### src/common/dsp_pkg.sv
`default_nettype none

package dsp_pkg;

	localparam int CHANNEL_WIDTH = 4; // symbols per word, lane 0 is the earliest.
	localparam int FFE_LENGTH = 3;
	localparam int EST_DEPTH = 3;
	localparam int SEQ_LENGTH = 2;

	localparam int FFE_OUT_WIDTH = 10;

	typedef logic signed [7:0] code_t;
	typedef logic signed [5:0] weight_t;
	typedef logic signed [FFE_OUT_WIDTH-1:0] ffe_out_t; // soft estimate and threshold.
	typedef logic [2:0] shift_t;
	typedef logic signed [7:0] chan_est_t;
	typedef logic [11:0] mlsd_err_t;
	typedef logic signed [9:0] pred_code_t; // holds a full EST_DEPTH tap sum.

	localparam ffe_out_t FFE_OUT_MAX = (1 <<< (FFE_OUT_WIDTH - 1)) - 1;
	localparam ffe_out_t FFE_OUT_MIN = -(1 <<< (FFE_OUT_WIDTH - 1));

	typedef struct packed {
		code_t [CHANNEL_WIDTH-1:0] lane;
	} code_word_t;

	typedef struct packed {
		ffe_out_t [CHANNEL_WIDTH-1:0] lane;
	} est_word_t;

	typedef struct packed {
		logic [CHANNEL_WIDTH-1:0] lane;
	} bit_word_t;

	// predicted codes per center lane, index j is symbol n+j.
	typedef struct packed {
		pred_code_t [CHANNEL_WIDTH-1:0][SEQ_LENGTH-1:0] seq;
	} seq_word_t;

	typedef struct packed {
		logic [FFE_LENGTH-1:0] upd_weights;
		weight_t [FFE_LENGTH-1:0] new_weights;
		logic upd_ffe_shift;
		shift_t new_ffe_shift;
		logic upd_thresh;
		ffe_out_t new_thresh;
		logic [EST_DEPTH-1:0] upd_chan_est;
		chan_est_t [EST_DEPTH-1:0] new_chan_est;
		logic upd_mlsd_shift;
		shift_t new_mlsd_shift;
	} dsp_cfg_t;

	typedef struct packed {
		weight_t [FFE_LENGTH-1:0] weights;
		shift_t ffe_shift;
		ffe_out_t thresh;
		chan_est_t [EST_DEPTH-1:0] chan_est;
		shift_t mlsd_shift;
	} dsp_params_t;

endpackage

`default_nettype wire

### src/ffe/ffe_equalizer.sv
`default_nettype none

module ffe_equalizer (
	input wire logic clk,
	input wire logic rstb,
	input wire dsp_pkg::code_word_t cur_codes_i,
	input wire dsp_pkg::code_word_t past_codes_i,
	input wire dsp_pkg::dsp_params_t params_i,
	output dsp_pkg::est_word_t est_o,
	output dsp_pkg::bit_word_t bits_o
);
	import dsp_pkg::*;

	localparam int PROD_WIDTH = $bits(code_t) + $bits(weight_t);
	localparam int ACC_WIDTH = PROD_WIDTH + $clog2(FFE_LENGTH);

	typedef logic signed [ACC_WIDTH-1:0] acc_t;

	code_t [2*CHANNEL_WIDTH-1:0] window;
	est_word_t est_next;

	assign window = {cur_codes_i.lane, past_codes_i.lane}; // past word in the low lanes.

	always_comb begin
		acc_t acc;
		acc_t shifted;
		for (int l = 0; l < CHANNEL_WIDTH; l++) begin
			acc = '0;
			for (int k = 0; k < FFE_LENGTH; k++) begin
				acc = acc + $signed(window[CHANNEL_WIDTH + l - k])
					* $signed(params_i.weights[k]);
			end
			shifted = acc >>> params_i.ffe_shift;
			if (shifted > FFE_OUT_MAX) begin
				est_next.lane[l] = FFE_OUT_MAX;
			end else if (shifted < FFE_OUT_MIN) begin
				est_next.lane[l] = FFE_OUT_MIN;
			end else begin
				est_next.lane[l] = shifted[FFE_OUT_WIDTH-1:0];
			end
		end
	end

	always_ff @(posedge clk or negedge rstb) begin
		if (!rstb) begin
			est_o <= '0;
		end else begin
			est_o <= est_next;
		end
	end

	// slicer works on the registered estimates.
	always_ff @(posedge clk or negedge rstb) begin
		if (!rstb) begin
			bits_o <= '0;
		end else begin
			for (int l = 0; l < CHANNEL_WIDTH; l++) begin
				bits_o.lane[l] <= $signed(est_o.lane[l]) >= $signed(params_i.thresh);
			end
		end
	end

endmodule

`default_nettype wire

### src/mlsd/mlsd_decision.sv
`default_nettype none

module mlsd_decision (
	input wire logic clk,
	input wire logic rstb,
	input wire dsp_pkg::code_word_t center_codes_i,
	input wire dsp_pkg::code_word_t future_codes_i,
	input wire dsp_pkg::seq_word_t seq0_i,
	input wire dsp_pkg::seq_word_t seq1_i,
	input wire dsp_pkg::dsp_params_t params_i,
	output dsp_pkg::bit_word_t checked_bits_o
);
	import dsp_pkg::*;

	typedef logic signed [$bits(pred_code_t):0] diff_t;

	code_t [2*CHANNEL_WIDTH-1:0] window;
	bit_word_t checked_next;

	function automatic mlsd_err_t abs_diff(input code_t x, input pred_code_t p);
		diff_t d;
		d = diff_t'(x) - diff_t'(p);
		return (d < 0) ? mlsd_err_t'(-d) : mlsd_err_t'(d);
	endfunction

	assign window = {future_codes_i.lane, center_codes_i.lane};

	always_comb begin
		mlsd_err_t err0;
		mlsd_err_t err1;
		for (int l = 0; l < CHANNEL_WIDTH; l++) begin
			err0 = '0;
			err1 = '0;
			for (int j = 0; j < SEQ_LENGTH; j++) begin
				err0 = err0 + abs_diff(window[l + j], seq0_i.seq[l][j]);
				err1 = err1 + abs_diff(window[l + j], seq1_i.seq[l][j]);
			end
			err0 = err0 >> params_i.mlsd_shift;
			err1 = err1 >> params_i.mlsd_shift;
			checked_next.lane[l] = err1 < err0; // a tie decides 0.
		end
	end

	always_ff @(posedge clk or negedge rstb) begin
		if (!rstb) begin
			checked_bits_o <= '0;
		end else begin
			checked_bits_o <= checked_next;
		end
	end

endmodule

`default_nettype wire

### src/mlsd/mlsd_seq_gen.sv
`default_nettype none

module mlsd_seq_gen (
	input wire dsp_pkg::bit_word_t past_bits_i,
	input wire dsp_pkg::bit_word_t center_bits_i,
	input wire dsp_pkg::bit_word_t future_bits_i,
	input wire dsp_pkg::dsp_params_t params_i,
	output dsp_pkg::seq_word_t seq0_o,
	output dsp_pkg::seq_word_t seq1_o
);
	import dsp_pkg::*;

	logic [3*CHANNEL_WIDTH-1:0] all_bits;

	assign all_bits = {future_bits_i.lane, center_bits_i.lane, past_bits_i.lane};

	// p[m] = sum of h[k] * s[m-k], with the center symbol forced to each hypothesis.
	always_comb begin
		pred_code_t acc0;
		pred_code_t acc1;
		pred_code_t tap;
		int idx;
		for (int l = 0; l < CHANNEL_WIDTH; l++) begin
			for (int j = 0; j < SEQ_LENGTH; j++) begin
				acc0 = '0;
				acc1 = '0;
				for (int k = 0; k < EST_DEPTH; k++) begin
					idx = CHANNEL_WIDTH + l + j - k;
					tap = $signed(params_i.chan_est[k]);
					if (idx == CHANNEL_WIDTH + l) begin
						acc0 = acc0 - tap; // hypothesis 0 maps to -1.
						acc1 = acc1 + tap;
					end else if (all_bits[idx]) begin
						acc0 = acc0 + tap;
						acc1 = acc1 + tap;
					end else begin
						acc0 = acc0 - tap;
						acc1 = acc1 - tap;
					end
				end
				seq0_o.seq[l][j] = acc0;
				seq1_o.seq[l][j] = acc1;
			end
		end
	end

endmodule

`default_nettype wire

### src/verilog/dsp_backend.sv
`default_nettype none

module dsp_backend (
	input wire logic clk,
	input wire logic rstb,
	input wire dsp_pkg::code_word_t codes_i,
	input wire dsp_pkg::dsp_cfg_t cfg_i,
	output dsp_pkg::est_word_t estimated_bits_o,
	output dsp_pkg::bit_word_t checked_bits_o
);
	import dsp_pkg::*;

	localparam int CODE_DEPTH = 5;
	localparam int BIT_DEPTH = 3;

	dsp_params_t params;
	code_word_t [CODE_DEPTH-1:0] code_stages;
	bit_word_t slice_bits;
	bit_word_t [BIT_DEPTH-1:0] bit_stages;
	seq_word_t seq0;
	seq_word_t seq1;

	dsp_cfg_regs cfg_regs (
		.clk      (clk),
		.rstb     (rstb),
		.cfg_i    (cfg_i),
		.params_o (params)
	);

	lane_delay_line #(
		.DEPTH      (CODE_DEPTH),
		.ELEM_WIDTH ($bits(code_word_t))
	) code_line (
		.clk      (clk),
		.rstb     (rstb),
		.word_i   (codes_i),
		.stages_o (code_stages)
	);

	ffe_equalizer ffe (
		.clk          (clk),
		.rstb         (rstb),
		.cur_codes_i  (code_stages[0]),
		.past_codes_i (code_stages[1]),
		.params_i     (params),
		.est_o        (estimated_bits_o),
		.bits_o       (slice_bits)
	);

	lane_delay_line #(
		.DEPTH      (BIT_DEPTH),
		.ELEM_WIDTH ($bits(bit_word_t))
	) bit_line (
		.clk      (clk),
		.rstb     (rstb),
		.word_i   (slice_bits),
		.stages_o (bit_stages)
	);

	// the newest slicer word is the future word of the center in bit_line stage 0.
	mlsd_seq_gen seq_gen (
		.past_bits_i   (bit_stages[1]),
		.center_bits_i (bit_stages[0]),
		.future_bits_i (slice_bits),
		.params_i      (params),
		.seq0_o        (seq0),
		.seq1_o        (seq1)
	);

	mlsd_decision decision (
		.clk            (clk),
		.rstb           (rstb),
		.center_codes_i (code_stages[3]), // raw codes of the center bit word.
		.future_codes_i (code_stages[2]),
		.seq0_i         (seq0),
		.seq1_i         (seq1),
		.params_i       (params),
		.checked_bits_o (checked_bits_o)
	);

endmodule

`default_nettype wire

### src/verilog/dsp_cfg_regs.sv
`default_nettype none

module dsp_cfg_regs (
	input wire logic clk,
	input wire logic rstb,
	input wire dsp_pkg::dsp_cfg_t cfg_i,
	output dsp_pkg::dsp_params_t params_o
);
	import dsp_pkg::*;

	always_ff @(posedge clk or negedge rstb) begin
		if (!rstb) begin
			params_o <= '0;
		end else begin
			for (int k = 0; k < FFE_LENGTH; k++) begin
				if (cfg_i.upd_weights[k]) begin
					params_o.weights[k] <= cfg_i.new_weights[k]; // per-tap update.
				end
			end
			if (cfg_i.upd_ffe_shift) begin
				params_o.ffe_shift <= cfg_i.new_ffe_shift;
			end
			if (cfg_i.upd_thresh) begin
				params_o.thresh <= cfg_i.new_thresh;
			end
			for (int k = 0; k < EST_DEPTH; k++) begin
				if (cfg_i.upd_chan_est[k]) begin
					params_o.chan_est[k] <= cfg_i.new_chan_est[k];
				end
			end
			if (cfg_i.upd_mlsd_shift) begin
				params_o.mlsd_shift <= cfg_i.new_mlsd_shift;
			end
		end
	end

endmodule

`default_nettype wire

### src/verilog/lane_delay_line.sv
`default_nettype none

module lane_delay_line #(
	parameter int DEPTH = 2,
	parameter int ELEM_WIDTH = 8
) (
	input wire logic clk,
	input wire logic rstb,
	input wire logic [ELEM_WIDTH-1:0] word_i,
	output logic [DEPTH-1:0][ELEM_WIDTH-1:0] stages_o
);

	// stage 0 holds the word from the last edge, higher stages are older.
	always_ff @(posedge clk or negedge rstb) begin
		if (!rstb) begin
			stages_o <= '0;
		end else begin
			stages_o[0] <= word_i;
			for (int i = 1; i < DEPTH; i++) begin
				stages_o[i] <= stages_o[i-1];
			end
		end
	end

endmodule

`default_nettype wire

### config.mk
export PLATFORM = sky130hd
export DESIGN_NAME = dsp_backend
export DESIGN_NICKNAME = d
export VERILOG_FILES = /design/src/common/dsp_pkg.sv /design/src/ffe/ffe_equalizer.sv /design/src/mlsd/mlsd_decision.sv /design/src/mlsd/mlsd_seq_gen.sv /design/src/verilog/dsp_backend.sv /design/src/verilog/dsp_cfg_regs.sv /design/src/verilog/lane_delay_line.sv
export SDC_FILE = /design/constraint.sdc
export NUM_CORES = 2
export LEC_CHECK = 0
export ABC_AREA = 1
export BUFFER_PORTS_ARGS = -buffer_cell sky130_fd_sc_hd__buf_4
export CAP_MARGIN = 20
export CELL_PAD_IN_SITES_DETAIL_PLACEMENT = 0
export CELL_PAD_IN_SITES_GLOBAL_PLACEMENT = 1
export CORE_UTILIZATION = 38
export CTS_CLUSTER_SIZE = 8
export DETAILED_ROUTE_END_ITERATION = 16
export GPL_TIMING_DRIVEN = 0
export PLACE_DENSITY = 0.68
export SYNTH_ARGS = -nofsm -noshare
export SYNTH_HDL_FRONTEND = slang
export SYNTH_SLANG_ARGS = --single-unit
### constraint.sdc
create_clock -name clk -period 8.9 [get_ports clk]
set_input_delay 0.89 -clock clk [delete_from_list [all_inputs] [get_ports clk]]
set_output_delay 0.89 -clock clk [all_outputs]
set_load 0.05 [all_outputs]
* After elaboration in Yosys (flattened, before gate mapping) *
Cells that the tools add are included.

word-level totals
  bits of input ports = 101
  output and inout port bits = 44
  bits in registers = 242
  logic and storage cells = 222

cells by class
  shift operators = 12
  multiply operators = 12
  add/subtract/negate cells = 93
  order comparisons = 32
  multiplexer cells = 52

operators by type and width
  kind                  number
  $mux 10               36
  $add 10x8->10         20
  $sub 10x8->10         20
  $mux 12               16
  $neg 11->12           16
  $lt 11x1->1 const B   16
  $sub 8x10->11         16
  $mul 8x6->14          12
  $add 16x16->16        8
  $add 12x12->12        8
  $shr 12x3->12         8
  $gt 16x10->1 const B  4
  $lt 16x10->1 const B  4
  $sshr 16x3->16        4
  $lt 12x12->1          4
  $ge 10x10->1          4
  $add 9x8->10          1
  $sub 9x8->10          1
  $add 8x8->9           1
  $sub 1x8->9 const A   1
  $sub 8x8->9           1

* Logic depth before layout (Yosys ltp) *
  depth in word-level cells = 11
  gate-level depth with buffers = 56

* Cells and area by module *
A second synthesis with hierarchy kept.

unflattened totals
  cells, all modules = 9698
  area total of the unflattened synthesis = 67215.7 um^2

modules (own cells, without submodules)
  module                        cells each  seq. area each (um^2)  area each (um^2)  instances
  ffe_equalizer                 3915        1101.1                 29360.7           1
  mlsd_decision                 3261        100.1                  18591.6           1
  mlsd_seq_gen                  2105        0.0                    12779.8           1
  lane_delay_line at code_line  160         4003.8                 4003.8            1
  dsp_cfg_regs                  245         1451.4                 2179.6            1
  lane_delay_line at bit_line   12          300.3                  300.3             1

* Worst setup path after synthesis *
Ideal clock, no wire load.

  kind = register to register
  from = reg cfg_regs.params_o[4] (netlist bit)
  to = reg decision.checked_bits_o[1] (netlist name)
  path slack = 1551 ps
  data required time = 8823 ps
  cell stages (with the launch flop) = 49
  period minus slack after synthesis = 7349 ps
  data arrival time = 7272 ps
  library setup time = 77 ps
  cells stage by stage = dfrtp_1 > inv_1 > ha_1 > inv_1 > o21ai_0 > inv_1 > fa_1 > o31ai_1 > xor2_1 > inv_1 > ha_1 > nand2_1 > inv_1 > nand4_1 > and3_1 > xor2_1 > ha_1 > nand2_1 > (+13 left out) > ha_1 > inv_1 > nor3_1 > nand2_1 > nand2_1 > inv_1 > o21ai_0 > xor2_1 > or2_2 > nand3_1 > o21ai_0 > o21ai_0 > ha_1 > a21oi_1 > nor2_1 > a211oi_1 > o221ai_1 > a21oi_1

RTL lines
  item         RTL line           text
  from (decl)  dsp_cfg_regs.sv:7  output dsp_pkg::dsp_params_t params_o

==> summary.txt <==
Outcome
  • Outcome: complete, no violations

Route
  • Routed wire length: ~250000 um
  • Vias: 59600
  • Max Used Layer: met5
  • DRT antenna net count: 0
  • Routed wl met2: 122000 um
  • Wire per inst: 21.3 um
  • DRC violations left: 0
  • Vias per cell: a little over 5
  • Drt initial violations: 3514
  • Met1 wire length: 96400 um
  • Met3 WL: 10100 um
  • Drt first pass iters: 9

STA
  • Hold Violations, Final: 0
  • Final period utilization: 96.6%
  • Setup TNS Final: 0 ns
  • Minimum clock period: 8.59 ns
  • Highest clock rate: 116 MHz
  • Slew at the pin closest to its max-slew limit: approximately 1.2 ns
  • Max-slew violation count: 0
  • Rel. slew slack: 20.3%
  • Clock Skew: 0.0774 ns
  • # setup viols final: 0

Critical path
  • Arrival time at the worst endpoint: roughly 9.1 ns
  • CP max stage delay: about 0.61 ns
  • Crit path kind: reg2reg
  • CP endpoint kind: register
  • FF-to-FF setup slack: 0.31 ns
  • Critical Path Start Type: register
  • RR Startpoint: code_line.stages_o[2]
  • Cell depth of the worst setup path: 35
  • CP max-delay cell: xor2_1
  • Top Family by Delay on Critical Path: adder cells
  • Max Fanout on Critical Path: 10
  • Count of buffer and inverter cells on the critical path: 5
  • R2r endpoint: ffe.est_o[10]
  • CP Data Required Time: around 9.4 ns
  • Most used cell, CP: nand2_1
  • Worst Reg-to-Reg Cells: 35

Global routing
  • Number of global-route vias before repair: 61100
  • Largest net degree at the start of global routing: 90
  • First-pass GRT wire length: 370000 um
  • Global-route usage over all layers: just under 30%
  • Gr ovfl total: 0
  • Initial antenna violation count: 11

Place
  • GPL Wtd Cong: 0.994
  • IO buf count: 140
  • Hpwl dp: 210000 um

Clock tree
  • Clock sink total: between 200 and 250
  • CTS Hold Bufs: 0
  • CTS Buf Count: slightly above 40
  • TritonCTS clock tree: done
  • Worst-case clock buffer depth: 3
  • Clk pin slew, worst setup/hold paths: roughly 0.06 ns
  • Clock Tree Root: clkbuf_16
  • Skew-Pair Late Insertion Delay: between 0.6 and 0.7 ns
  • H-tree depth: 2

Floorplanning
  • Die height: 411 um
  • Starting Density: 38.4%
  • FP Rows: 149
  • Core area: 166000 um^2
  • Io pins: between 100 and 150
  • Die ar.: 169000 um^2
  • Die X: 411 um

Layout
  • Layout cells sized above 1: 5.86%
  • Area grow syn2layout: 9.70%
  • Leading cell types in the layout, fill and taps excluded: 2283 x nand2_1, 1706 x inv_1, 945 x ha_1
  • Commonest non-fill, non-tap cell in the layout: nand2_1
  • # nets final: about 11000

Yosys
  • FFs w/ async S/R, synth: between 90% and 100%
  • Post-synth cell types: 64
  • Synthesized Nets: roughly 11000
  • Yosys reg bits: 240
  • Post-Syn Area per Cell: 6.95 um^2
  • YS warnings: 0
  • Post-Syn Instances: 9146
  • Commonest register cell after synthesis: dfrtp_1
  • Post-synthesis sequential area ratio: under 10%
  • Netlist Area Pre-Place: 63600 um^2
  • Post-synth EDFFs: 0

Min path
  • Worst hold path type: in2async

Run
  • Max-cap violations: 0
==> stage by stage <==
| step | hold slack (ns) | instance area, um^2 | utilization, % | cells | setup slack, ns |
|---|---|---|---|---|---|
| after global placement | 0.332 | 67400 | 40.7 | 11500 | -0.999 |
| after detailed placement | 0.335 | 67500 | 40.8 | 11500 | -0.925 |
| after CTS | 0.185 | 69000 | 41.7 | 11500 | 0.00923 |
| final | 0.188 | 69800 | 42.1 | 11600 | 0.306 |
| after global routing | 0.213 | 69800 | 42.1 | 11600 | -0.0471 |
| after floorplan | 0.331 | 63600 | - | 9146 | 1.55 |
==> synth_stat cells (23+ instances only) <==
cell type  number  area, um^2
a21o_1         44         330
a21oi_1       496        2480
a31oi_1        40         250
buf_1          27         101
buf_2          32         160
clkbuf_1      204         766
dfrtp_1       240        6010
fa_1          520       10400
ha_1          951       11900
inv_1        1719        6450
nand2_1      2288        8590
nand3_1       552        2760
nand3b_1       23         173
nand4_1        79         494
nor2_1        347        1300
nor3_1         71         355
o21ai_0       458        2290
o21ai_1        36         180
o21bai_1       75         563
or2_2          38         238
xnor2_1       282        2470
xor2_1        379        3320
==> per-layer routing <==
layer  GRT usage (%)  vias to the layer above
li1                -                    29200
met1            33.0                    28400
met2            52.9                     1471
met3            2.48                      506
met4            18.8                        2
met5               0                        -
==> how the worst max path moves through the flow <==
stage	startpoint	slack (ns)	to
final	code_line.stages_o[2]	0.31	ffe.est_o[10]
after CTS	bit_line.stages_o[2]	0.009	decision.checked_bits_o[1]
after global routing	cfg_regs.params_o[12]	-0.05	decision.checked_bits_o[1]
after global placement	cfg_regs.params_o[12]	-1.0	decision.checked_bits_o[1]
after detailed placement	cfg_regs.params_o[4]	-0.93	decision.checked_bits_o[3]
after floorplan	cfg_regs.params_o[4]	1.55	decision.checked_bits_o[1]
==> cell families (layout without fill, tap and decap cells) <==
| kind of cell | count (synthesis) | count (layout) | synth area share, % |
|---|---|---|---|
| AO/OA/AOI/OAI | 1245 | 1245 | 10.9 |
| XOR/XNOR | 664 | 664 | 9.20 |
| multiplexers | 31 | 31 | 0.527 |
| buffers and inverters | 2003 | 2243 | 11.9 |
| AND/OR/NAND/NOR | 3492 | 3492 | 23.0 |
| adder cells (fa/ha/maj) | 1471 | 1471 | 35.1 |
| other | 0 | 1 | 0 |
| flip-flops | 240 | 240 | 9.45 |
==> repair_timing <==
action,in CTS,in global routing
endpoints found under the setup margin,13,40
resized for setup,45,149
buffers inserted,1,35
pin swaps,2,21
==> sequential cells by signal, summed over array words and instances, names as in the netlist <==
signal / flops
bit_line.stages_o: 6
code_line.stages_o: 128
ffe.bits_o: 4
ffe.est_o: 40
decision.checked_bits_o: 4
cfg_regs.params_o: 58
==> final cells by class <==
| type | instances | area (um^2) |
|---|---|---|
| Buffer | 263 | 1080 |
| Clock inverter | 11 | 218 |
| Antenna cell | 1 | 2.50 |
| Fill cell | 17600 | 95800 |
| Tap cell | 2189 | 2740 |
| Sequential cell | 240 | 6020 |
| Timing Repair Buffer | 184 | 1460 |
| Inverter | 1736 | 6550 |
| Multi-Input combinational cell | 6903 | 50600 |
| Clock buffer | 49 | 1100 |
==> worst reg2reg max path: cells and delay by family, from the launching register on <==
family | cells | cell delay (ns)
AO/OA/AOI/OAI | 6 | 1.28
adder cells (fa/ha/maj) | 7 | 3.27
buffers and inverters | 5 | 1.29
AND/OR/NAND/NOR | 16 | 1.41
XOR/XNOR | 1 | 0.61
flip-flops | 1 | 0.58
Power is left out: the tool's default activity adds up to more than one toggle a clock period on the data nets, which glitch-free logic cannot reach.
